File: src/include/icache_macros.svh
`ifndef ICACHE_MACROS_SVH
`define ICACHE_MACROS_SVH

// address and instruction word, both one 32-bit word
`define ICACHE_ADDR_W 32
`define ICACHE_DATA_W 32

// direct mapped, 64 lines
`define ICACHE_LINES 64
`define ICACHE_INDEX_W 6

// 8 words per line, word select inside a line
`define ICACHE_WORDS 8
`define ICACHE_WOFF_W 3

// tag is what is left above index, word select and byte offset
`define ICACHE_TAG_W 21

// one full line as moved by a block refill
`define ICACHE_LINE_W (`ICACHE_WORDS * `ICACHE_DATA_W)

// credits granted by memory after reset
`define ICACHE_MEM_CREDITS 2

// credit counter, wide enough for the grant
`define ICACHE_CREDIT_W 2

`endif
File: src/hw/icache_pkg.sv
`include "icache_macros.svh"

package icache_pkg;

    // operations issued by the cpu
    typedef enum logic [2:0] {
        op_none      = 3'd0,
        op_load      = 3'd1,
        op_init      = 3'd2,
        op_hit_inv   = 3'd3,
        op_index_inv = 3'd4
    } icache_op_t;

    // controller states
    typedef enum logic [3:0] {
        st_idle,
        st_lookup,
        st_req_word,
        st_word_wait,
        st_req_block,
        st_block_wait,
        st_fill,
        st_hit_inv,
        st_index_wv
    } icache_state_t;

    // one address word, two decodings
    typedef union packed {
        // lookup view for the arrays
        struct packed {
            logic [`ICACHE_TAG_W-1:0]   tag;
            logic [`ICACHE_INDEX_W-1:0] index;
            logic [`ICACHE_WOFF_W-1:0]  woff;
            logic [`ICACHE_ADDR_W-`ICACHE_TAG_W-`ICACHE_INDEX_W-`ICACHE_WOFF_W-1:0] boff;
        } lookup;
        // refill view, line address plus offset inside the line
        struct packed {
            logic [`ICACHE_TAG_W+`ICACHE_INDEX_W-1:0]               line;
            logic [`ICACHE_ADDR_W-`ICACHE_TAG_W-`ICACHE_INDEX_W-1:0] off;
        } refill;
    } icache_addr_t;

endpackage

File: src/hw/icache_ctrl.sv
`timescale 1ns/100ps
`include "icache_macros.svh"

module icache_ctrl (
    input  logic                       clk,
    input  logic                       rstn,
    input  icache_pkg::icache_op_t     op,
    input  logic [`ICACHE_ADDR_W-1:0]  addr,
    input  logic                       cached,
    output logic                       ready,
    output logic                       ins_valid,
    output logic [`ICACHE_DATA_W-1:0]  ins,
    output icache_pkg::icache_addr_t   rd_addr,
    output logic                       fill_en,
    output logic                       inv_en,
    output logic                       inv_clear_tag,
    output logic                       hit_check,
    input  logic                       hit,
    input  logic [`ICACHE_DATA_W-1:0]  rd_word,
    output logic                       fetch_start,
    output icache_pkg::icache_addr_t   fetch_addr,
    output logic                       fetch_block,
    input  logic                       fetch_done,
    input  logic [`ICACHE_DATA_W-1:0]  fetch_word
);
    import icache_pkg::*;

    icache_state_t            state;
    icache_state_t            state_nx;
    icache_op_t               req_op;
    logic [`ICACHE_ADDR_W-1:0] req_addr;
    logic                     accept;

    // first state after an operation is taken
    function automatic icache_state_t accept_state(input icache_op_t o, input logic c);
        icache_state_t s;
        case (o)
            op_load: begin
                // uncached loads bypass the arrays
                s = c ? st_lookup : st_req_word;
            end
            op_hit_inv: begin
                s = st_hit_inv;
            end
            // init shares the index write path
            op_init, op_index_inv: begin
                s = st_index_wv;
            end
            default: begin
                s = st_idle;
            end
        endcase
        return s;
    endfunction

    // ready in lookup only on a hit, a miss stops the pipe
    always_comb begin
        case (state)
            st_idle: begin
                ready = 1'b1;
            end
            st_lookup: begin
                ready = hit;
            end
            default: begin
                ready = 1'b0;
            end
        endcase
    end

    assign accept = ready && (op != op_none);

    always_comb begin
        state_nx = state;
        unique case (state)
            st_idle: begin
                state_nx = accept ? accept_state(op, cached) : st_idle;
            end
            st_lookup: begin
                if (!hit) begin
                    state_nx = st_req_block;
                end else begin
                    state_nx = accept ? accept_state(op, cached) : st_idle;
                end
            end
            st_req_word: begin
                state_nx = st_word_wait;
            end
            st_word_wait: begin
                state_nx = fetch_done ? st_idle : st_word_wait;
            end
            st_req_block: begin
                state_nx = st_block_wait;
            end
            st_block_wait: begin
                state_nx = fetch_done ? st_fill : st_block_wait;
            end
            // written line is looked up once more
            st_fill: begin
                state_nx = st_lookup;
            end
            st_hit_inv, st_index_wv: begin
                state_nx = st_idle;
            end
            default: begin
                state_nx = st_idle;
            end
        endcase
    end

    always_ff @(posedge clk) begin
        if (!rstn) begin
            state  <= st_idle;
            req_op <= op_none;
        end else begin
            state <= state_nx;
            if (accept) begin
                req_op <= op;
            end
        end
    end

    // held address for refill, fill and invalidate
    always_ff @(posedge clk) begin
        if (accept) begin
            req_addr <= addr;
        end
    end

    // new address while taking ops, else keep the held one in the store
    assign rd_addr = ready ? addr : req_addr;

    // store side
    assign fill_en       = (state == st_fill);
    assign inv_en        = (state == st_hit_inv) || (state == st_index_wv);
    assign hit_check     = (state == st_hit_inv);
    assign inv_clear_tag = (state == st_index_wv) && (req_op == op_init);

    // refill side, one pulse per fetch
    assign fetch_start = (state == st_req_word) || (state == st_req_block);
    assign fetch_block = (state == st_req_block);
    assign fetch_addr  = req_addr;

    // cpu side
    assign ins_valid = ((state == st_lookup) && hit) ||
                       ((state == st_word_wait) && fetch_done);
    assign ins = (state == st_word_wait) ? fetch_word : rd_word;

endmodule

File: config.mk
export PLATFORM = sky130hd
export DESIGN_NAME = icache_ctrl
export DESIGN_NICKNAME = d
export VERILOG_FILES = /design/src/hw/icache_pkg.sv /design/src/hw/icache_ctrl.sv
export VERILOG_INCLUDE_DIRS = /design/src /design/src/include
export SDC_FILE = /design/constraint.sdc
export NUM_CORES = 1
export LEC_CHECK = 0
export BUFFER_PORTS_ARGS = -buffer_cell sky130_fd_sc_hd__buf_2
export CAP_MARGIN = 20
export CORE_ASPECT_RATIO = 0.9
export CORE_MARGIN = 5
export CORE_UTILIZATION = 40
export DETAILED_ROUTE_END_ITERATION = 8
export PLACE_DENSITY = 0.86
export SKIP_CTS_REPAIR_TIMING = 1
export SYNTH_ARGS = -nofsm -noshare
export SYNTH_HDL_FRONTEND = slang
export SYNTH_SLANG_ARGS = --single-unit
File: constraint.sdc
create_clock -name clk -period 5.7 [get_ports clk]
set_clock_uncertainty 0.2 [all_clocks]
set_input_delay 0.57 -clock clk [delete_from_list [all_inputs] [get_ports clk]]
set_output_delay 0.57 -clock clk [all_outputs]
set_load 0.01 [all_outputs]
* After elaboration in Yosys (flattened, before gate mapping)
Index checks and enable logic that the tools add are counted.
Word-level totals: flip-flop bits (word level) 39, bits of input ports 104, logic and storage cells 36
Operators by class: eq/ne operators 13, multiplexer cells 10, reductions and logical operators 10
Operators by type and width (count):
- 2-to-1 mux 32 bit | 2
- case mux 4 bit (7 select lines) | 1
- equality test 4 x 3 -> 1 bit, second input constant | 4
- case mux 4 bit (3 select lines) | 1
- equality test 3 x 2 -> 1 bit, second input constant | 3
- equality test 4 x 2 -> 1 bit, second input constant | 2
- 2-to-1 mux 4 bit | 2
- 2-to-1 mux 2 bit | 3
- equality test 4 x 1 -> 1 bit, second input constant | 1
- equality test 4 bit, second input constant | 1
- logical AND 1 bit | 4
- logical NOT 4 bit | 1
- equality test 3 x 1 -> 1 bit, second input constant | 1
- equality test 3 bit, second input constant | 1
- logical OR 1 bit | 3
- nonzero test 3 bit | 1
- case mux 1 bit (2 select lines) | 1
- OR reduction 2 bit | 1

* Longest topological paths before layout
depth after elaboration 6, gate-level depth with buffers 5

* Worst setup path before layout
OpenSTA, ideal clock, no wires.
path type input port to flip-flop, from input port hit, to register req_addr[0] (netlist: fetch_addr[0]), enable pin, arrival 1.930 ns, required time 5.106 ns, setup slack 3.176 ns, cell stages on the path 4, buffers on the path 1, path through nor2b_1 nor4_4 buf_6 o31a_1
Between the ends: cells in the longest elaborated chain, start to end 2
Ends and longest elaborated chain:
- from (decl) | RTL line icache_ctrl.sv:18 | input logic hit,
- case mux 1 bit (2 select lines) | RTL line icache_ctrl.sv:58 | case (state)
- named net ready | RTL line icache_ctrl.sv:10 | output logic ready,
- logical AND 1 bit | RTL line icache_ctrl.sv:71 | assign accept = ready && (op != op_none);
- to (signal assigned) | RTL line icache_ctrl.sv:126 | req_addr <= addr;
- to (decl) | RTL line icache_ctrl.sv:31 | logic [`ICACHE_ADDR_W-1:0] req_addr;
The timed path passes the listed nets, and every way through them passes these cells. A chain may end at the register's enable or synchronous reset.

* Worst setup path in the final report
from register state[1], to output port ins[15]
Between the ends: cells in the longest elaborated chain, start to end 2
Ends and longest elaborated chain:
- from (decl) | RTL line icache_ctrl.sv:28 | icache_state_t state;
- from (signal assigned) | RTL line icache_ctrl.sv:113 | state <= st_idle;
- from (signal assigned) | RTL line icache_ctrl.sv:116 | state <= state_nx;
- equality test 4 x 2 -> 1 bit | RTL line icache_ctrl.sv:147 | assign ins = (state == st_word_wait) ? fetch_word : rd_word;
- 2-to-1 mux 32 bit | RTL line icache_ctrl.sv:147
- to (decl) | RTL line icache_ctrl.sv:12 | output logic [`ICACHE_DATA_W-1:0] ins,
No other way between the ends.

==> reports/qor.csv <==
metric,value,unit
share of cells above drive strength 1,0.776,
"Arr. time, crit path",2.19,ns
"Power, Total",918,µW
DRC Markers,0,
clock slew at reported path FFs,0.07,ns
die height,81.0,µm
die area,7200,µm²
starting density of the core,0.419,
Lkg Pwr,1.60,nW
Layout Utilization,0.632,
"Distinct cells, synth",36,
Pre-antenna DRT Iters,6,
I/O pin total,208,
Worst Path Required,4.93,ns
total track usage,0.182,
final setup fails,0,
routed wire length,7350,µm
H-Tree Depth,2,
maximum vdd drop,0.218,mV
"Slew Viols, Final",0,
crit-path max FO,32,
Worst setup EP type,primary output,
NumNets Final,469,
largest net degree at the start of global routing,44,
Post-synth EDFFs,32,
Async SR Flop Fraction,0,
cell area power density,271,nW/µm²
Synth Register Bits,39,
setup TNS,0,ns
clk sink count,39,
post-synthesis cell area,2240,µm²
Routed WL per cell,17.0,µm
GRT overflow,0,
antenna violations before repair,0,
width of the die,88.9,µm
Port Buffer Count,207,
area delta synth->final,50.8,%
Slew @ Worst Pin,0.523,ns
sequential-to-total area share from yosys stat,0.491,
Clock Latency Late Sink,0.28,ns
Avg Inst Size Synth,14.0,µm²
vias post-DR,2122,
Initial DRC Count,55,
ANT cells,0,
relative slew slack,0.651,
Final min period,2.96,ns
Clock Tree Buf Depth,2,
vias in the first global route,1994,
Most used DFF post-synth,edfxtp_1,
Hold WC Path Type,input pin to flip-flop,
final period utilization,0.519,
CTS tree,built,
GP Congestion,0.803,
status,finished clean,
first-pass GRT wire length,10000,µm
cell count after synthesis,160,
number of vias per cell,4.90,
Max Clock Freq,338,MHz
Post-DP Area,3300,µm²
final hold violations,0,
fin cells,433,
Placed Instances,425,
Final Cell Area,3380,µm²
row cnt,25,
root buffer cell,clkbuf_8,
HPWL after detailed placement,6110,µm
max_cap viols,0,
Setup CP Type,flip-flop to primary output,
Routed Antenna Nets,0,
RSZ-0062 raised after global routing,no,
crit start category,flip-flop,
# fillers,436,
number of CTS-inserted buffers,5,
Core ar.,5350,µm²
Post-Syn Nets,264,
Ys Warns,0,
[sequential cells by signal, summed over array words and instances, names as in the netlist]
register / cells
fetch_addr: 32
req_op: 3
state: 4
[final cells by class]
type                       count  area, µm²  area share
timing repair buffer         210       1060       0.313
sequential                    39       1100       0.326
tap                           67       83.8      0.0248
multi-input combinational    109       1060       0.312
clock inverter                 1       5.00     0.00148
clock buffer                   7       76.3      0.0226
[metal layers]
layer,vias up,track usage,part of all wire
met3,12,0.0406,0.065
met1,999,0.207,0.37
met4,0,0.0619,0.016
met2,81,0.332,0.55
met5,-,0,0
li1,1030,-,-
[layout by cell type (no fill, tap or decap), drive strengths merged]
| cell | instances |
|---|---|
| a211o | 1 |
| clkbuf | 7 |
| a211oi | 1 |
| nand3b | 1 |
| a31oi | 1 |
| xnor2 | 2 |
| nor2b | 2 |
| nand2 | 3 |
| nor2 | 2 |
| a31o | 3 |
| a21boi | 2 |
| o211ai | 1 |
| clkinv | 1 |
| o31a | 1 |
| nand4b | 1 |
| nand3 | 1 |
| and3 | 3 |
| nor3 | 5 |
| or4b | 1 |
| mux2 | 64 |
| o21ai | 4 |
| dfxtp | 7 |
| nor4b | 2 |
| nor3b | 1 |
| nor4 | 1 |
| edfxtp | 32 |
| a21o | 2 |
| buf | 210 |
| mux2i | 1 |
| nand2b | 3 |
[final timing paths]
kind	startpoint	endpoint	slack, ns	cells after the start
setup / recovery	state[1]	ins[15]	2.74	5
hold / removal	addr[6]	fetch_addr[6]	0.27	1
setup reg to reg	state[2]	fetch_addr[17]	3.28	4
hold reg to reg	req_op[1]	req_op[1]	0.28	1
[synthesized netlist by cell type, types with 2 or more instances]
| master | number | area share |
|---|---|---|
| nand2b_1 | 3 | 0.0084 |
| edfxtp_1 | 32 | 0.43 |
| dfxtp_1 | 7 | 0.062 |
| nor3_1 | 4 | 0.0089 |
| a31o_1 | 2 | 0.0078 |
| o21ai_1 | 3 | 0.0067 |
| nor2_1 | 2 | 0.0033 |
| a21boi_0 | 2 | 0.0067 |
| mux2_2 | 63 | 0.32 |
| buf_2 | 2 | 0.0045 |
| nor2b_1 | 2 | 0.0056 |
| nand2_1 | 3 | 0.0050 |
| xnor2_1 | 2 | 0.0078 |
| buf_4 | 8 | 0.027 |
| a21o_1 | 2 | 0.0067 |
| and3_1 | 3 | 0.0084 |
[where the power goes]
group	switching [mW]	internal, mW
Clock	0.0898	0.0858
Combinational	0.178	0.172
Sequential	0.0283	0.363
[metrics by stage]
stage,setup WS (ns),hold slack [ns]
floorplan,3.18,0.240
global placement,3.08,0.257
detailed placement,3.05,0.264
CTS,2.75,0.263
global route,2.57,0.254
finish,2.74,0.272
[worst max-delay path: stages (launching register included)]
cell	delay (ns)
dfxtp_1	0.62
nand2_1	0.21
nor3_4	0.15
buf_4	0.38
mux2_2	0.39
buf_2	0.14
[kinds of logic (layout without fill, tap and decap cells)]
kind of cell / count (synthesis) / count (layout) / share of synthesized area
muxes: 65 / 65 / 0.326
AOI/OAI and AO/OA: 16 / 16 / 0.0513
and+or+nand+nor: 26 / 26 / 0.0859
buffers and inverters: 12 / 218 / 0.0379
xor gates and xnor gates: 2 / 2 / 0.00781
DFF: 39 / 39 / 0.491
Power figures use the tool's default switching activity.
