## config.mk

```make
export PLATFORM = sky130hd
export DESIGN_NAME = icache_refill
export DESIGN_NICKNAME = d
export VERILOG_FILES = /design/src/hw/icache_pkg.sv /design/src/hw/icache_refill.sv
export VERILOG_INCLUDE_DIRS = /design/src /design/src/include
export SDC_FILE = /design/constraint.sdc
export NUM_CORES = 1
export LEC_CHECK = 0
export BUFFER_PORTS_ARGS = -buffer_cell sky130_fd_sc_hd__buf_2
export CORE_AREA = 2 2 150 152
export DETAILED_ROUTE_END_ITERATION = 7
export DIE_AREA = 0 0 152 154
export PLACE_DENSITY = 0.86
export SLEW_MARGIN = 20
export SYNTH_ARGS = -nofsm -noshare
export SYNTH_HDL_FRONTEND = slang
export SYNTH_SLANG_ARGS = --single-unit
```

## constraint.sdc

```tcl
create_clock -name clk -period 1.56 [get_ports clk]
set_clock_uncertainty 0.2 [all_clocks]
set_input_delay 0.156 -clock clk [delete_from_list [all_inputs] [get_ports clk]]
set_output_delay 0.156 -clock clk [all_outputs]
set_load 0.01 [all_outputs]
```

## src/include/icache_macros.svh

```systemverilog
`ifndef ICACHE_MACROS_SVH
`define ICACHE_MACROS_SVH

// address and instruction word, both one 32-bit word
`define ICACHE_ADDR_W 32
`define ICACHE_DATA_W 32

// direct mapped, 64 lines
`define ICACHE_LINES 64
`define ICACHE_INDEX_W 6

// 8 words per line, word select inside a line
`define ICACHE_WORDS 8
`define ICACHE_WOFF_W 3

// tag is what is left above index, word select and byte offset
`define ICACHE_TAG_W 21

// one full line as moved by a block refill
`define ICACHE_LINE_W (`ICACHE_WORDS * `ICACHE_DATA_W)

// credits granted by memory after reset
`define ICACHE_MEM_CREDITS 2

// credit counter, wide enough for the grant
`define ICACHE_CREDIT_W 2

`endif
```

## src/hw/icache_pkg.sv

```systemverilog
`include "icache_macros.svh"

package icache_pkg;

    // operations issued by the cpu
    typedef enum logic [2:0] {
        op_none      = 3'd0,
        op_load      = 3'd1,
        op_init      = 3'd2,
        op_hit_inv   = 3'd3,
        op_index_inv = 3'd4
    } icache_op_t;

    // controller states
    typedef enum logic [3:0] {
        st_idle,
        st_lookup,
        st_req_word,
        st_word_wait,
        st_req_block,
        st_block_wait,
        st_fill,
        st_hit_inv,
        st_index_wv
    } icache_state_t;

    // one address word, two decodings
    typedef union packed {
        // lookup view for the arrays
        struct packed {
            logic [`ICACHE_TAG_W-1:0]   tag;
            logic [`ICACHE_INDEX_W-1:0] index;
            logic [`ICACHE_WOFF_W-1:0]  woff;
            logic [`ICACHE_ADDR_W-`ICACHE_TAG_W-`ICACHE_INDEX_W-`ICACHE_WOFF_W-1:0] boff;
        } lookup;
        // refill view, line address plus offset inside the line
        struct packed {
            logic [`ICACHE_TAG_W+`ICACHE_INDEX_W-1:0]               line;
            logic [`ICACHE_ADDR_W-`ICACHE_TAG_W-`ICACHE_INDEX_W-1:0] off;
        } refill;
    } icache_addr_t;

endpackage

```

## src/hw/icache_refill.sv

```systemverilog
`timescale 1ns/100ps
`include "icache_macros.svh"

module icache_refill (
    input  logic                       clk,
    input  logic                       rstn,
    input  logic                       fetch_start,
    input  icache_pkg::icache_addr_t   fetch_addr,
    input  logic                       fetch_block,
    output logic                       fetch_done,
    output logic [`ICACHE_DATA_W-1:0]  fetch_word,
    output logic [`ICACHE_LINE_W-1:0]  line_data,
    output logic                       mem_req_valid,
    output logic [`ICACHE_ADDR_W-1:0]  mem_req_addr,
    output logic                       mem_req_block,
    input  logic                       mem_credit,
    input  logic                       mem_rsp_valid,
    input  logic [`ICACHE_DATA_W-1:0]  mem_rsp_data
);
    import icache_pkg::*;

    logic [`ICACHE_CREDIT_W-1:0] credit_cnt;
    logic                        pending;
    logic                        block_q;
    logic                        done_q;
    icache_addr_t                aligned;
    logic [`ICACHE_ADDR_W-1:0]   req_addr_q;
    logic [`ICACHE_WOFF_W-1:0]   beat_cnt;
    logic [`ICACHE_LINE_W-1:0]   line_buf;
    logic                        send;
    logic                        last_beat;

    // block reads start at the line boundary
    always_comb begin
        aligned = fetch_addr;
        if (fetch_block) begin
            aligned.refill.off = '0;
        end
    end

    // request goes out only while memory has granted room
    assign send          = pending && (credit_cnt != '0);
    assign mem_req_valid = send;
    assign mem_req_addr  = req_addr_q;
    assign mem_req_block = block_q;

    // one beat for a word, eight for a line
    assign last_beat = !block_q || (beat_cnt == `ICACHE_WOFF_W'(`ICACHE_WORDS - 1));

    always_ff @(posedge clk) begin
        if (!rstn) begin
            credit_cnt <= `ICACHE_CREDIT_W'(`ICACHE_MEM_CREDITS);
            pending    <= 1'b0;
            block_q    <= 1'b0;
            beat_cnt   <= '0;
            done_q     <= 1'b0;
        end else begin
            // spend on send, refund on each credit pulse
            credit_cnt <= credit_cnt - `ICACHE_CREDIT_W'(send)
                          + `ICACHE_CREDIT_W'(mem_credit);
            if (fetch_start) begin
                pending  <= 1'b1;
                block_q  <= fetch_block;
                beat_cnt <= '0;
            end else begin
                if (send) begin
                    pending <= 1'b0;
                end
                if (mem_rsp_valid) begin
                    beat_cnt <= last_beat ? '0 : beat_cnt + 1'b1;
                end
            end
            done_q <= mem_rsp_valid && last_beat;
        end
    end

    always_ff @(posedge clk) begin
        if (fetch_start) begin
            req_addr_q <= aligned;
        end
        // beats shift in from the top, word 0 ends up lowest
        if (mem_rsp_valid) begin
            line_buf <= {mem_rsp_data, line_buf[`ICACHE_LINE_W-1:`ICACHE_DATA_W]};
        end
    end

    assign fetch_done = done_q;
    // latest beat, the word of an uncached read
    assign fetch_word = line_buf[`ICACHE_LINE_W-1 -: `ICACHE_DATA_W];
    assign line_data  = line_buf;

endmodule

```

; ---- Word level (Yosys, flattened, before mapping)
; Index checks and enable logic that the tools add are counted.
; W data, S select, Z words.
[totals]
reg_bits = 296
output_inout_bits = 323
elab_cells = 23
in_bits = 70
[op_classes]
n_addsub = 3
n_reduce_logical = 7
bitwise_logic = 1
n_eq_ne = 1
n_mux = 3
[ops]
columns = op, count
row1 = $reduce_bool A2 Y1, 2
row2 = $add A3 B1 Y3 const B, 1
row3 = $eq A3 B3 Y1 const B, 1
row4 = $mux W3, 1
row5 = $add A2 B1 Y2, 1
row6 = $logic_and A1 B1 Y1, 2
row7 = $mux W1, 2
row8 = $reduce_or A2 Y1, 1
row9 = $sub A2 B1 Y2, 1
row10 = $logic_not A1 Y1, 1
row11 = $logic_or A1 B1 Y1, 1
row12 = $not A1 Y1, 1

; ---- Logic depth before layout (Yosys ltp)
; Gate-level depths: netlist of run 1.
[depth]
depth_word = 4
mapped_depth = 6
mapped_depth_nobuf = 6

; ---- Worst setup path before layout of run 1
; Ideal clock, no wire load.
[synth_path]
kind = reg-to-reg
from = register credit_cnt[0]
to = register credit_cnt[1]
path_slack_ns = 0.021
stages_incl_launch_ff = 7
synth_period_minus_slack_ns = 1.539
setup_time_ns = 0.112
path_buffers = 0
t_arrival_ns = 1.227
t_required_ns = 1.248
path_cell_list = dfxtp_1 o21a_1 ha_1 inv_1 ha_1 xnor3_1 nand2_1
[synth_between]
elab_chain_len = 4
[synth_rtl]
columns = item, line
row1 = "start, declared", icache_refill.sv:22  ; logic [`ICACHE_CREDIT_W-1:0] credit_cnt;
row2 = "start signal, assigned", icache_refill.sv:52  ; credit_cnt <= `ICACHE_CREDIT_W'(`ICACHE_MEM_CREDITS);
row3 = "start signal, assigned", icache_refill.sv:59  ; credit_cnt <= credit_cnt - `ICACHE_CREDIT_W'(send)
row4 = $reduce_bool A2 Y1, icache_refill.sv:42  ; assign send = pending && (credit_cnt != '0);
row5 = $logic_and A1 B1 Y1, icache_refill.sv:42
row6 = net mem_req_valid, icache_refill.sv:13  ; output logic mem_req_valid,
row7 = $sub A2 B1 Y2, icache_refill.sv:59
row8 = $add A2 B1 Y2, icache_refill.sv:59
; The timed path passes the listed nets, and every way through them passes these cells.
; A chain may end at the register's enable or synchronous reset.

; ---- Worst setup path in the final report of run 1
[layout_path]
from = register credit_cnt[1]
to = register credit_cnt[1]
[layout_between]
elab_chain_len = 4
[layout_rtl]
columns = item, line
row1 = $reduce_bool A2 Y1, icache_refill.sv:42
row2 = $logic_and A1 B1 Y1, icache_refill.sv:42
row3 = $sub A2 B1 Y2 *, icache_refill.sv:59
row4 = $add A2 B1 Y2 *, icache_refill.sv:59
; Mark *: on every way between the ends. The rest lies on a longest branch, timed or not.

==> impl.org, run 1 <==
** Logic synthesis
- Among all flip-flop cells after synthesis, the most frequent one is sky130_fd_sc_hd__edfxtp_1.
- Summed instance area of the synthesized netlist :: 9290 sq um
- Yosys mapped the design onto 17 distinct sky130hd cell types.
- Dominant cell type by area after synthesis :: sky130_fd_sc_hd__edfxtp_1
- When the netlist entered floorplanning its net count stood at 434.
- Sorting the synthesized cells by how often they occur yields 288 x sky130_fd_sc_hd__edfxtp_1, 32 x sky130_fd_sc_hd__buf_4, 8 x sky130_fd_sc_hd__dfxtp_1.
- After synthesis, the largest area contributor takes up 93.1% of total cell area.
- Synthesis handed over a netlist of 360 instances.
- Cell with the most instances after synthesis :: sky130_fd_sc_hd__edfxtp_1
- Avg Cell Area, Syn :: 25.8 sq um
- In this run, synthesis produced a sequential element count of 296.
- After synthesis, the share of flip-flops with an asynchronous set or reset is 0%.
- Number of synthesis warnings :: 0
- Leading cell types by total area after synthesis :: sky130_fd_sc_hd__edfxtp_1 93%, sky130_fd_sc_hd__buf_4 2.6%, sky130_fd_sc_hd__dfxtp_1 1.7%, sky130_fd_sc_hd__ha_1 0.54%, sky130_fd_sc_hd__nor2b_1 0.40%
- For this run, the register share of the synthesized area comes to 94.8%.
- Count of flip-flops with a built-in enable after synthesis :: 288

** Route
- Number of DRC markers in iteration 0 :: 329
- The final route contains 5327 vias.
- Routed length per instance :: 20.4 um
- Detailed Route WL :: 23.5 mm
- Using the TritonRoute via totals, the vias-per-cell ratio works out to 4.62.
- For this run, the detailed router's first-pass iteration total came to 5.
- After detailed routing, the number of remaining DRC violations is 0.
- Post-detailed-route count of antenna-violating nets :: 0

** Finish
- 0 antenna diodes ended up in the layout.
- At the end of the flow, the number of nets in the layout was 925.
- Area of all placed cells without fillers :: 13400 sq um
- Share of cells above drive strength 1 :: 51.9%
- The count of cells in the finished layout, fillers not included, comes to 1154.
- The layout has 1507 filler cells.
- Relative to the synthesized area, the layout overhead comes to 44.0%.
- Post-layout utilization of the core :: 61.7%

** Setup path
- Startpoint of the most critical register-to-register path :: credit_cnt[1]
- Element type at the critical path start :: flop
- The cell family contributing the most delay on the critical path is adder cells.
- Worst flop-to-flop path endpoint :: credit_cnt[1]
- Data required time of the worst path :: 1.78 ns
- By instance count, the cell type seen most on the critical path is sky130_fd_sc_hd__ha_1.
- Number of buffer and inverter instances along the worst setup path :: 1
- Sort of element at the end of the critical path :: flop
- Cell type of the slowest stage on the worst timing path :: sky130_fd_sc_hd__dfxtp_1
- For the worst setup path, the data arrival time is 1.79 ns.
- Slack of the worst reg-to-reg path :: -0.006 ns
- Startpoint-to-endpoint class of the critical path :: reg2reg
- Worst-path cell chain :: o21a_1, ha_1, inv_1, ha_1, xnor3_1, nand2_1
- The largest single stage delay on the critical path is 0.31 ns.
- CP Max Fanout :: 2
- The worst register-to-register path has a depth of 6.

** STA
- The worst path uses 100% of the clock period.
- Actual transition at the worst max-transition pin :: 0.470 ns
- The final number of max-transition violations was 0.
- Headroom to the max-slew limit :: 68.6%
- Worst hold slack :: -0.350 ns
- Top achievable clock speed :: 638 MHz
- Final critical-path setup slack :: -0.00649 ns
- Setup violations remaining at the end of the flow were counted as 1.
- For the finished layout, the period the worst path requires is 1.57 ns.
- Unrepaired setup endpoints after global routing :: yes
- The final hold violation count is 221.
- Setup TNS :: -0.00649 ns

** Die
- Die Y-Extent :: 154 um
- The floorplan has 54 rows.
- Overall die area :: 23400 sq um
- Once the floorplan was initialized, standard cells occupied 42.8% of the core.
- 393 I/O pins were placed.
- Die boundary width :: 152 um
- Placeable core region :: 21700 sq um

** Status
- The run finished, with violations left.
- The final reports fail on negative hold slack, negative setup slack.

** Worst hold path
- The path with the worst hold slack has its endpoint at credit_cnt[1].
- Hold path startpoint :: rstn
- The worst hold path passes through 2 cells.
- Worst hold path class :: in2reg

** Pwr
- Worst vdd ir :: 1.04 mV
- Total power divided by cell area :: 1330 nW/um^2
- For this design the static power due to leakage is 0.00547 uW.

** Clock network
- Clock tree synthesis inserted a total of 29 buffers.
- Clk Tree Root Cell :: sky130_fd_sc_hd__clkbuf_16
- Clock tree synthesis found a total of 296 sinks.
- Clock latency on the worst-skew pair, taken at its later pin, is 0.54 ns.
- In this run the number of H-tree levels came out at 1.
- No sink is reached through more buffers than the 3 on the longest clock path.
- Clock transition at path regs :: 0.06 ns
- TritonCTS built the clock tree.

** Global route
- For this run the aggregate overflow at the end of global routing stands at 0.
- Maximum number of pins on one net before global-route repair :: 43
- The number of antenna violations at the first check in global routing came to 0.
- Total global-route track usage :: 19.1%
- Wire length of the first global-routing pass :: 34.0 mm
- Via count of the first global-routing pass :: 5427

** Placement
- Pre-CTS setup slack :: -0.00897 ns
- Area after detailed placement :: 11600 sq um
- The congestion estimate from routability-driven global placement came to 0.793.
- Detailed-placement wirelength estimate :: 15.5 mm
- Post-placement cell count :: 1012
- Port bufs :: 392

** Run
- Maximum capacitance violations :: 0
==> placed cells by master (no fill, tap or decap), types with 2 or more instances in the layout <==
cell / count
sky130_fd_sc_hd__a21oi_1: 4
sky130_fd_sc_hd__buf_12: 9
sky130_fd_sc_hd__buf_2: 389
sky130_fd_sc_hd__buf_4: 9
sky130_fd_sc_hd__buf_6: 2
sky130_fd_sc_hd__bufinv_16: 3
sky130_fd_sc_hd__clkbuf_1: 3
sky130_fd_sc_hd__clkbuf_16: 29
sky130_fd_sc_hd__clkinv_1: 9
sky130_fd_sc_hd__clkinv_2: 6
sky130_fd_sc_hd__clkinvlp_4: 2
sky130_fd_sc_hd__dfxtp_1: 6
sky130_fd_sc_hd__dfxtp_2: 2
sky130_fd_sc_hd__dlygate4sd3_1: 82
sky130_fd_sc_hd__edfxtp_1: 288
sky130_fd_sc_hd__ha_1: 4
sky130_fd_sc_hd__inv_1: 3
sky130_fd_sc_hd__inv_6: 2
sky130_fd_sc_hd__nand2_1: 2
sky130_fd_sc_hd__nand2b_1: 3
sky130_fd_sc_hd__nand4b_1: 2
sky130_fd_sc_hd__nor2b_1: 6
sky130_fd_sc_hd__o21a_1: 2
==> how the worst max path moves through the flow <==
| stage | startpoint | to | cells after the start | slack [ns] |
|---|---|---|---|---|
| 4_1_cts | credit_cnt[1] | credit_cnt[1] | 6 | -0.01 |
| 3_3_place_gp | credit_cnt[0] | credit_cnt[1] | 6 | 0.04 |
| 6_report | credit_cnt[1] | credit_cnt[1] | 6 | -0.006 |
| 3_5_place_dp | credit_cnt[0] | credit_cnt[1] | 6 | -0.009 |
| 2_1_floorplan | credit_cnt[0] | credit_cnt[1] | 6 | 0.02 |
| 5_1_grt | credit_cnt[1] | credit_cnt[1] | 6 | -0.06 |
==> registers in the layout, indices dropped and copies added (netlist names) <==
register	count
pending	1
fetch_done	1
beat_cnt	3
mem_req_block	1
credit_cnt	2
line_data	256
mem_req_addr	32
==> cell type report <==
class                   instances  area (sq um)  share of cell area, %
clock inverters                22           186                   1.39
repair buffers                492          3050                   22.8
clock buffers                  32           737                   5.51
flip-flops and latches        296          8810                   65.9
inverters                       3          11.3                 0.0842
multi-input cells              29           231                   1.73
well taps                     280           350                   2.62
==> layer usage <==
metal / share of wire [%] / track usage (%) / vias to the layer above
met3: 6.1 / 3.97 / 35
met1: 38 / 23.1 / 2652
met4: 1.8 / 5.56 / 0
li1: - / - / 2380
met5: 0 / 0 / -
met2: 54 / 34.6 / 260
==> through the flow <==
step	hold slack (ns)	total power, uW
after CTS	-0.378	17900
after global routing	-0.369	18400
after floorplan	0.0179	10200
final	-0.350	17800
after detailed placement	0.134	11000
after global placement	0.132	11000
==> power breakdown <==
group	switching (uW)	internal [uW]
Clock	2810	3900
Combinational	793	681
Sequential	278	9330
==> cells by family (layout without fill, tap and decap cells) <==
group / count (synthesis) / after routing / share of synthesized area, %
AND/OR/NAND/NOR: 17 / 17 / 1.23
multiplexers: 1 / 1 / 0.108
adder cells (fa/ha/maj): 4 / 4 / 0.539
XOR/XNOR: 1 / 1 / 0.242
AO/OA/AOI/OAI: 6 / 6 / 0.377
flip-flops: 296 / 296 / 94.8
buffers and inverters: 35 / 549 / 2.71
==> repair_timing <==
action | in CTS | in global routing
pin swaps | 1 | 0
resized for setup | 2 | 3
endpoints found under the hold margin | 152 | 58
hold buffers | 80 | 3
buffers inserted | 1 | 4
endpoints found under the setup margin | 3 | 12
No activity file was read; power rests on OpenSTA's default activity.
==> run 2, diff against run 1 <==
--- a/config.mk
+++ b/config.mk
@@ -7,10 +7,11 @@
 export NUM_CORES = 1
 export LEC_CHECK = 0
 export BUFFER_PORTS_ARGS = -buffer_cell sky130_fd_sc_hd__buf_2
-export CORE_AREA = 2 2 150 152
+export CELL_PAD_IN_SITES_DETAIL_PLACEMENT = 2
+export CELL_PAD_IN_SITES_GLOBAL_PLACEMENT = 2
+export CORE_UTILIZATION = 30
 export DETAILED_ROUTE_END_ITERATION = 7
-export DIE_AREA = 0 0 152 154
-export PLACE_DENSITY = 0.86
+export PLACE_DENSITY = 0.85
 export SLEW_MARGIN = 20
 export SYNTH_ARGS = -nofsm -noshare
 export SYNTH_HDL_FRONTEND = slang
==> impl.org, run 2 (synthesis gave the netlist of run 1 again) <==
** Die
- Overall die area :: 31700 sq um (+35%)
- Die boundary width :: 178 um (+17%)
- Number of rows created at floorplan :: 64 (+19%)
- Effective utilization at floorplan :: 30.5% (-12 points)
- The core box area is 30500 sq um (+41%).
- Count of boundary I/O pins :: 393 (unchanged)
- The y dimension of the die came to 178 um (+16%).

** Pwr
- Total power divided by cell area :: 1400 nW/um^2 (+5.3%)
- The leakage power of the design is 0.00552 uW (+0.76%).
- Worst vdd ir :: 0.794 mV (-23%)

** Setup path
- The critical path is of the reg2reg type.
- The data required time at the worst endpoint is 1.75 ns (-0.03 ns).
- In this design, the largest share of critical-path delay is due to adder cells.
- The largest individual stage delay along the critical path comes from the cell sky130_fd_sc_hd__dfxtp_2.
- The buffer and inverter count on the worst path came to 1 (unchanged).
- Sort of element at the end of the critical path :: flop
- CP Max Fanout :: 2 (unchanged)
- By instance count, the cell type seen most on the critical path is sky130_fd_sc_hd__ha_4.
- Slack of the worst reg-to-reg path :: -0.03 ns (-0.02 ns)
- The cell count of the worst reg-to-reg path is 6 (unchanged).
- The worst setup path is launched from a flop.
- In this run the critical register-to-register path is captured at credit_cnt[1].
- The data arrival time at the worst-slack endpoint is 1.78 ns (about the same).
- Worst-path cell chain :: o21a_4, ha_4, inv_4, ha_4, xnor3_1, nand2_2
- The startpoint identified for the worst register-to-register timing path is credit_cnt[1].
- The peak per-stage delay on the critical path was 0.33 ns (+0.02 ns).

** Route
- The wire length reported by the detailed router was 31.0 mm (+32%).
- 1st-pass router iterations :: 4 (-1)
- The post-detailed-route via-to-cell ratio came to 4.23 (-8.4%).
- The total via count after detailed routing is 5371 (+0.83%).
- Routed length per instance :: 24.4 um (+20%)
- Post-detailed-route count of antenna-violating nets :: 0 (unchanged)
- Number of DRC markers in iteration 0 :: 269 (-18%)
- The DRC violation count after routing was 0 (unchanged).

** STA
- Worst hold slack :: -0.155 ns (+0.195 ns)
- Pins over their slew limit :: 0 (unchanged)
- The slew at the pin closest to its max-slew limit is 0.348 ns (-0.122 ns).
- Headroom to the max-slew limit :: 76.8% (+8.2 points)
- The highest achievable clock rate was 631 MHz (-1.2%).
- Period minus WS final :: 1.59 ns (+0.0194 ns)
- The final clock period utilization by the worst path is 102% (+1.2 points).
- Number of setup violations in the final report :: 1 (unchanged)
- The sum of negative setup slack was -0.0259 ns (-0.0194 ns).
- Final hold viol count :: 51 (-77%)
- Setup repair after global routing could not meet its margin everywhere.
- Final critical-path setup slack :: -0.0259 ns (-0.0194 ns)

** Finish
- The flip-flop count of the largest register after layout came to 256 (unchanged).
- Leaving out fill and tap cells, the most frequent cell in the layout is sky130_fd_sc_hd__buf_2.
- The final net count was 923 (-0.22%).
- Most frequent cells in the layout :: 390 x sky130_fd_sc_hd__buf_2, 288 x sky130_fd_sc_hd__edfxtp_1, 74 x sky130_fd_sc_hd__dlygate4sd3_1, 36 x sky130_fd_sc_hd__clkbuf_16, 12 x sky130_fd_sc_hd__buf_4
- Growth of design area from synthesis to finish :: 46.7%
- Count of inserted antenna diode cells :: 0 (unchanged)
- Filler cell count in the final layout :: 2927 (+94%)
- Post-layout utilization of the core :: 44.7% (-17 points)
- Share of cells above drive strength 1 :: 53.4% (+1.5 points)

** Clock network
- The clock-pin slew reported for the worst setup and hold paths after clock tree synthesis is 0.06 ns (about the same).
- The clock insertion delay at the later pin of the skew report is 0.50 ns (-0.04 ns).
- The number of buffers on the longest clock path is 3 (unchanged).
- The root buffer cell chosen for the clock tree is sky130_fd_sc_hd__clkbuf_16.
- The count of hold buffers inserted by post-cts repair was 74 (-7.5%).
- The number of clock sinks came to 296 (unchanged).
- Number of clock buffers inserted by TritonCTS :: 35 (+21%)
- CTS tree :: yes
- The level count of the clock H-tree was 2 (+1).

** Global route
- The number of global-route vias before repair came to 6000 (+11%).
- Number of antenna violations at the first check in global routing :: 0 (unchanged)
- The remaining global-route overflow came to 0 (unchanged).
- Maximum number of pins on one net before global-route repair :: 41 (-4.7%)
- Wire length of the first global-routing pass :: 42.1 mm (+24%)
- The overall global routing resource usage came to 19.0% (-0.025 points).

** Worst hold path
- In this run the most critical hold path is launched from mem_rsp_valid.
- The tightest min-delay check is of the in2reg type.
- Hold Path Depth :: 1 (-1)
- For hold timing, the worst endpoint is line_data[222].

** Placement
- The weighted congestion at the end of routability-driven global placement came to 0.779 (-1.8%).
- Port bufs :: 392 (unchanged)
- The post-detailed-placement half-perimeter wirelength came to 22.5 mm (+45%).
- Pre-CTS setup slack :: -0.0798 ns (-0.0708 ns)

** Status
- Run status :: finished with violations
- Violations in the final reports :: negative hold slack, negative setup slack

** Run
- Maximum capacitance violations :: 0 (unchanged)
==> run 2: cell types whose count changed in the layout (fill, tap and decap cells not counted), moves of 2 or more <==
cell and change:
sky130_fd_sc_hd__clkbuf_16 +7, sky130_fd_sc_hd__clkbuf_8 +3, sky130_fd_sc_hd__buf_4 +3, sky130_fd_sc_hd__dlygate4sd3_1 -8, sky130_fd_sc_hd__clkinv_1 -4, sky130_fd_sc_hd__ha_4 +2
sky130_fd_sc_hd__buf_12 -3, sky130_fd_sc_hd__ha_1 -2, sky130_fd_sc_hd__clkbuf_1 +4
==> run 2: worst max path at each step <==
stage	endpoint	depth (start not counted)	start
after global routing	credit_cnt[1]	6	credit_cnt[1]
after global placement	credit_cnt[1]	6	credit_cnt[0]
final	credit_cnt[1]	6	credit_cnt[1]
after CTS	credit_cnt[1]	6	credit_cnt[1]
after floorplan	credit_cnt[1]	6	credit_cnt[0]
after detailed placement	credit_cnt[1]	6	credit_cnt[0]
==> run 2: layout make-up <==
cell class | instances | area, sq um | share of cell area (%)
flip-flops and latches | 296 | 8810 | 64.7
repair buffers | 484 | 2930 | 21.5
clock buffers | 46 | 968 | 7.11
well taps | 396 | 495 | 3.64
multi-input cells | 29 | 267 | 1.96
clock inverters | 16 | 144 | 1.06
inverters | 3 | 13.8 | 0.101
==> run 2: power breakdown <==
part	switching [uW]	leakage [uW]	internal, uW
Clock	3110	0.000541	4710
Sequential	345	0.00288	9340
Combinational	880	0.00209	697
Total	4330	0.00552	14700
==> run 2: what timing repair did <==
action,in CTS,in global routing
endpoints found under the hold margin,123,51
pin swaps,4,4
gates resized for setup,7,4
buffers inserted,2,2
setup endpoints to repair,5,5
==> run 2: metal layers <==
metal | track usage, % | wire, um | vias to the layer above
met1 | 19.2 | 10400 | 2751
li1 | - | - | 2372
met2 | 37.6 | 18200 | 193
met3 | 3.32 | 1260 | 55
met4 | 8.23 | 1100 | 0
met5 | 0 | 0 | -
==> run 2: per-stage QoR <==
| stage | cell area [sq um] | hold WS [ns] | total power [uW] | instances |
|---|---|---|---|---|
| finish | 13600 | -0.155 | 19100 | 1270 |
| global route | 13600 | -0.163 | 19700 | 1270 |
| CTS | 13600 | -0.162 | 19300 | 1268 |
| detailed placement | 11700 | 0.134 | 11200 | 1130 |
| global placement | 11700 | 0.132 | 11000 | 1130 |
| floorplan | 9290 | 0.0179 | 10200 | 360 |
==> run 3, diff against run 2 <==
--- a/config.mk
+++ b/config.mk
@@ -9,10 +9,12 @@
 export BUFFER_PORTS_ARGS = -buffer_cell sky130_fd_sc_hd__buf_2
 export CELL_PAD_IN_SITES_DETAIL_PLACEMENT = 2
 export CELL_PAD_IN_SITES_GLOBAL_PLACEMENT = 2
-export CORE_UTILIZATION = 30
+export CORE_UTILIZATION = 31
+export CTS_BUF_LIST = sky130_fd_sc_hd__clkbuf_8
 export DETAILED_ROUTE_END_ITERATION = 7
-export PLACE_DENSITY = 0.85
+export PLACE_DENSITY = 0.87
 export SLEW_MARGIN = 20
 export SYNTH_ARGS = -nofsm -noshare
 export SYNTH_HDL_FRONTEND = slang
 export SYNTH_SLANG_ARGS = --single-unit
+export TNS_END_PERCENT = 5
==> impl.org, run 3 (synthesis gave the netlist of run 1 again) <==
** Global route
- The remaining global-route overflow is 0 (unchanged).
- The number of antenna violations at the first check in global routing was 0 (unchanged).
- Wire length of the first global-routing pass :: 41.9 mm (-0.43%)
- Via count of the first global-routing pass :: 6133 (+2.2%)
- Maximum number of pins on one net before global-route repair :: 68 (+66%)
- Total global-route track usage :: 18.9% (-0.13 points)

** STA
- Number of setup violations in the final report :: 2 (+1)
- Setup repair after global routing could not meet its margin everywhere.
- Period minus WS final :: 1.61 ns (+0.0241 ns)
- The slew at the pin closest to its max-slew limit is 0.398 ns (+0.0502 ns).
- The final clock period utilization by the worst path was 103% (+1.5 points).
- The worst path setup slack after routing was -0.0500 ns (-0.0241 ns).
- Top achievable clock speed :: 621 MHz (-1.5%)
- Headroom to the max-slew limit :: 73.5% (-3.3 points)
- Pins over their slew limit :: 0 (unchanged)
- Final hold viol count :: 0 (-100%)

** Placement
- Pre-CTS setup slack :: -0.0731 ns (+0.00671 ns)
- The post-detailed-placement half-perimeter wirelength was 20.3 mm (-9.7%).
- The instance area at placement is 11700 sq um (+0.26%).
- The number of port buffers came to 392 (unchanged).
- Final estimated routing congestion in global placement :: 0.773 (-0.85%)

** Finish
- Area of all placed cells without fillers :: 13500 sq um (-1.1%)
- The flip-flop count of the largest register after layout was 256 (unchanged).
- Leaving out fill and tap cells, the most frequent cell in the layout is sky130_fd_sc_hd__buf_2.
- Count of inserted antenna diode cells :: 0 (unchanged)
- The final net count came to 935 (+1.3%).
- The multi-input logic area was 267 sq um (unchanged).
- Share of cells above drive strength 1 :: 53.4% (about the same)
- Area used by sequential logic in the layout :: 8810 sq um (about the same)
- The library cells used most frequently in the layout, excluding fill and tap cells, are 379 x sky130_fd_sc_hd__buf_2, 288 x sky130_fd_sc_hd__edfxtp_1, 69 x sky130_fd_sc_hd__dlygate4sd3_1, 53 x sky130_fd_sc_hd__clkbuf_8, 26 x sky130_fd_sc_hd__inv_1.
- The number of fill cells came to 2792 (-4.6%).
- From synthesis to final layout, the design area changed by 45.1%.

** Status
- Run status :: finished with violations
- The checks that failed: negative setup slack.

** Run
- The max-cap check violation count is 0 (unchanged).

** Route
- The violation count after the first detailed-routing iteration came to 344 (+28%).
- The DRC violation count after routing is 0 (unchanged).
- The wire length per cell came to 23.2 um (-5.1%).
- The remaining antenna violation count after routing came to 0 (unchanged).
- The first-pass iteration count of the detailed router came to 4 (unchanged).
- Detailed Route WL :: 29.9 mm (-3.5%)
- Post-DR vias/cell :: 4.18 (-1.1%)
- Vias :: 5402 (+0.58%)

** Die
- The effective utilization at floorplan came to 31.4% (+0.98 points).
- The overall die area was 30700 sq um (-3.2%).
- The count of pins on the block boundary came to 393 (unchanged).
- Die Y-Extent :: 175 um (-1.6%)
- The horizontal die dimension is 175 um (-1.6%).
- The number of placement rows came to 63 (-1.6%).
- Placeable core region :: 29600 sq um (-3.1%)

** Setup path
- STA classifies the critical path startpoint as a flop.
- Sort of element at the end of the critical path :: primary output
- The setup path with the least slack is of type reg2out.
- The maximum fanout encountered on the critical timing path was 2 (unchanged).
- Data required time of the worst path :: 1.20 ns (-0.55 ns)
- Worst endpoint data arrival time :: 1.25 ns (-0.53 ns)

** Clock network
- Clk Tree Root Cell :: sky130_fd_sc_hd__clkbuf_8
- The clock buffer count from CTS is 51 (+46%).
- Clock transition at path regs :: 0.07 ns (about the same)
- # Post-CTS Setup Buffers :: 0 (-2)
- The number of clock sinks is 296 (unchanged).
- CTS tree :: yes
- Number of levels the H-tree was split into :: 2 (unchanged)
- The number of buffers on the longest clock path was 3 (unchanged).
- Clock latency of the later-clocked register in the worst-skew pair :: 0.55 ns (+0.05 ns)

** Worst hold path
- Worst hold path class :: in2reg

** Pwr
- The final total power is 17800 uW (-6.7%).
- The highest ir drop seen on vdd is 0.810 mV (+1.9%).
- Total power divided by cell area :: 1320 nW/um^2 (-5.7%)
- The leakage power of the design was 0.00555 uW (+0.68%).
-- run 3: cell count changes in the layout (fill, tap and decap cells not counted), moves of 2 or more --
cell / delta
sky130_fd_sc_hd__clkinv_2: +2
sky130_fd_sc_hd__dlygate4sd3_1: -5
sky130_fd_sc_hd__buf_2: -11
sky130_fd_sc_hd__clkbuf_8: +50
sky130_fd_sc_hd__clkbuf_1: -7
sky130_fd_sc_hd__inv_1: +24
sky130_fd_sc_hd__buf_6: +11
sky130_fd_sc_hd__clkbuf_16: -36
sky130_fd_sc_hd__clkinv_1: +2
-- run 3: cell type report --
cell class                      count  area share, %
Sequential cell                   296           65.4
Timing Repair Buffer              480           21.9
Clock buffer                       53           5.41
Tap cell                          390           3.62
Multi-Input combinational cell     29           1.98
Clock inverter                     41           1.62
Inverter                            3         0.0835
-- run 3: final timing paths --
kind | start | end | slack [ns] | depth (start not counted)
setup / recovery | credit_cnt[1] | mem_req_valid | -0.05 | 2
hold / removal | fetch_addr[28] | mem_req_addr[28] | 0.12 | 2
setup reg to reg | credit_cnt[1] | credit_cnt[1] | -0.03 | 6
hold reg to reg | line_data[140] | line_data[108] | 0.24 | 0
-- run 3: routing by layer --
layer / track usage (%) / vias up / share of wire (%)
li1: - / 2399 / -
met1: 18.3 / 2694 / 33
met2: 38.3 / 256 / 59
met3: 4.26 / 53 / 5.6
met4: 6.70 / 0 / 2.6
met5: 0 / - / 0
-- run 3: power breakdown --
part	total [uW]	internal [uW]	switching, uW
combinational	1550	696	850
sequential	9680	9340	340
clock	6580	3480	3100
-- run 3: through the flow --
stage	hold slack (ns)	std cells	TNS (ns)	utilization [%]
final	0.119	1292	-0.0838	45.6
after floorplan	0.0179	360	0	-
after global routing	0.0924	1292	-0.830	45.6
after global placement	0.132	1129	0	39.7
after CTS	0.0598	1292	-0.602	45.4
after detailed placement	0.135	1129	-0.112	39.7
-- run 3: critical path: stages, from the launching register on --
cell and delay (ns):
sky130_fd_sc_hd__dfxtp_2 0.34, sky130_fd_sc_hd__o21a_4 0.23, sky130_fd_sc_hd__buf_6 0.13
-- run 3: timing repair --
action	CTS	global route
hold buffers	69	0
gates cloned	0	0
gates resized for setup	13	9
pin swaps	3	0
setup endpoints to repair	33	38
hold endpoints to repair	278	0
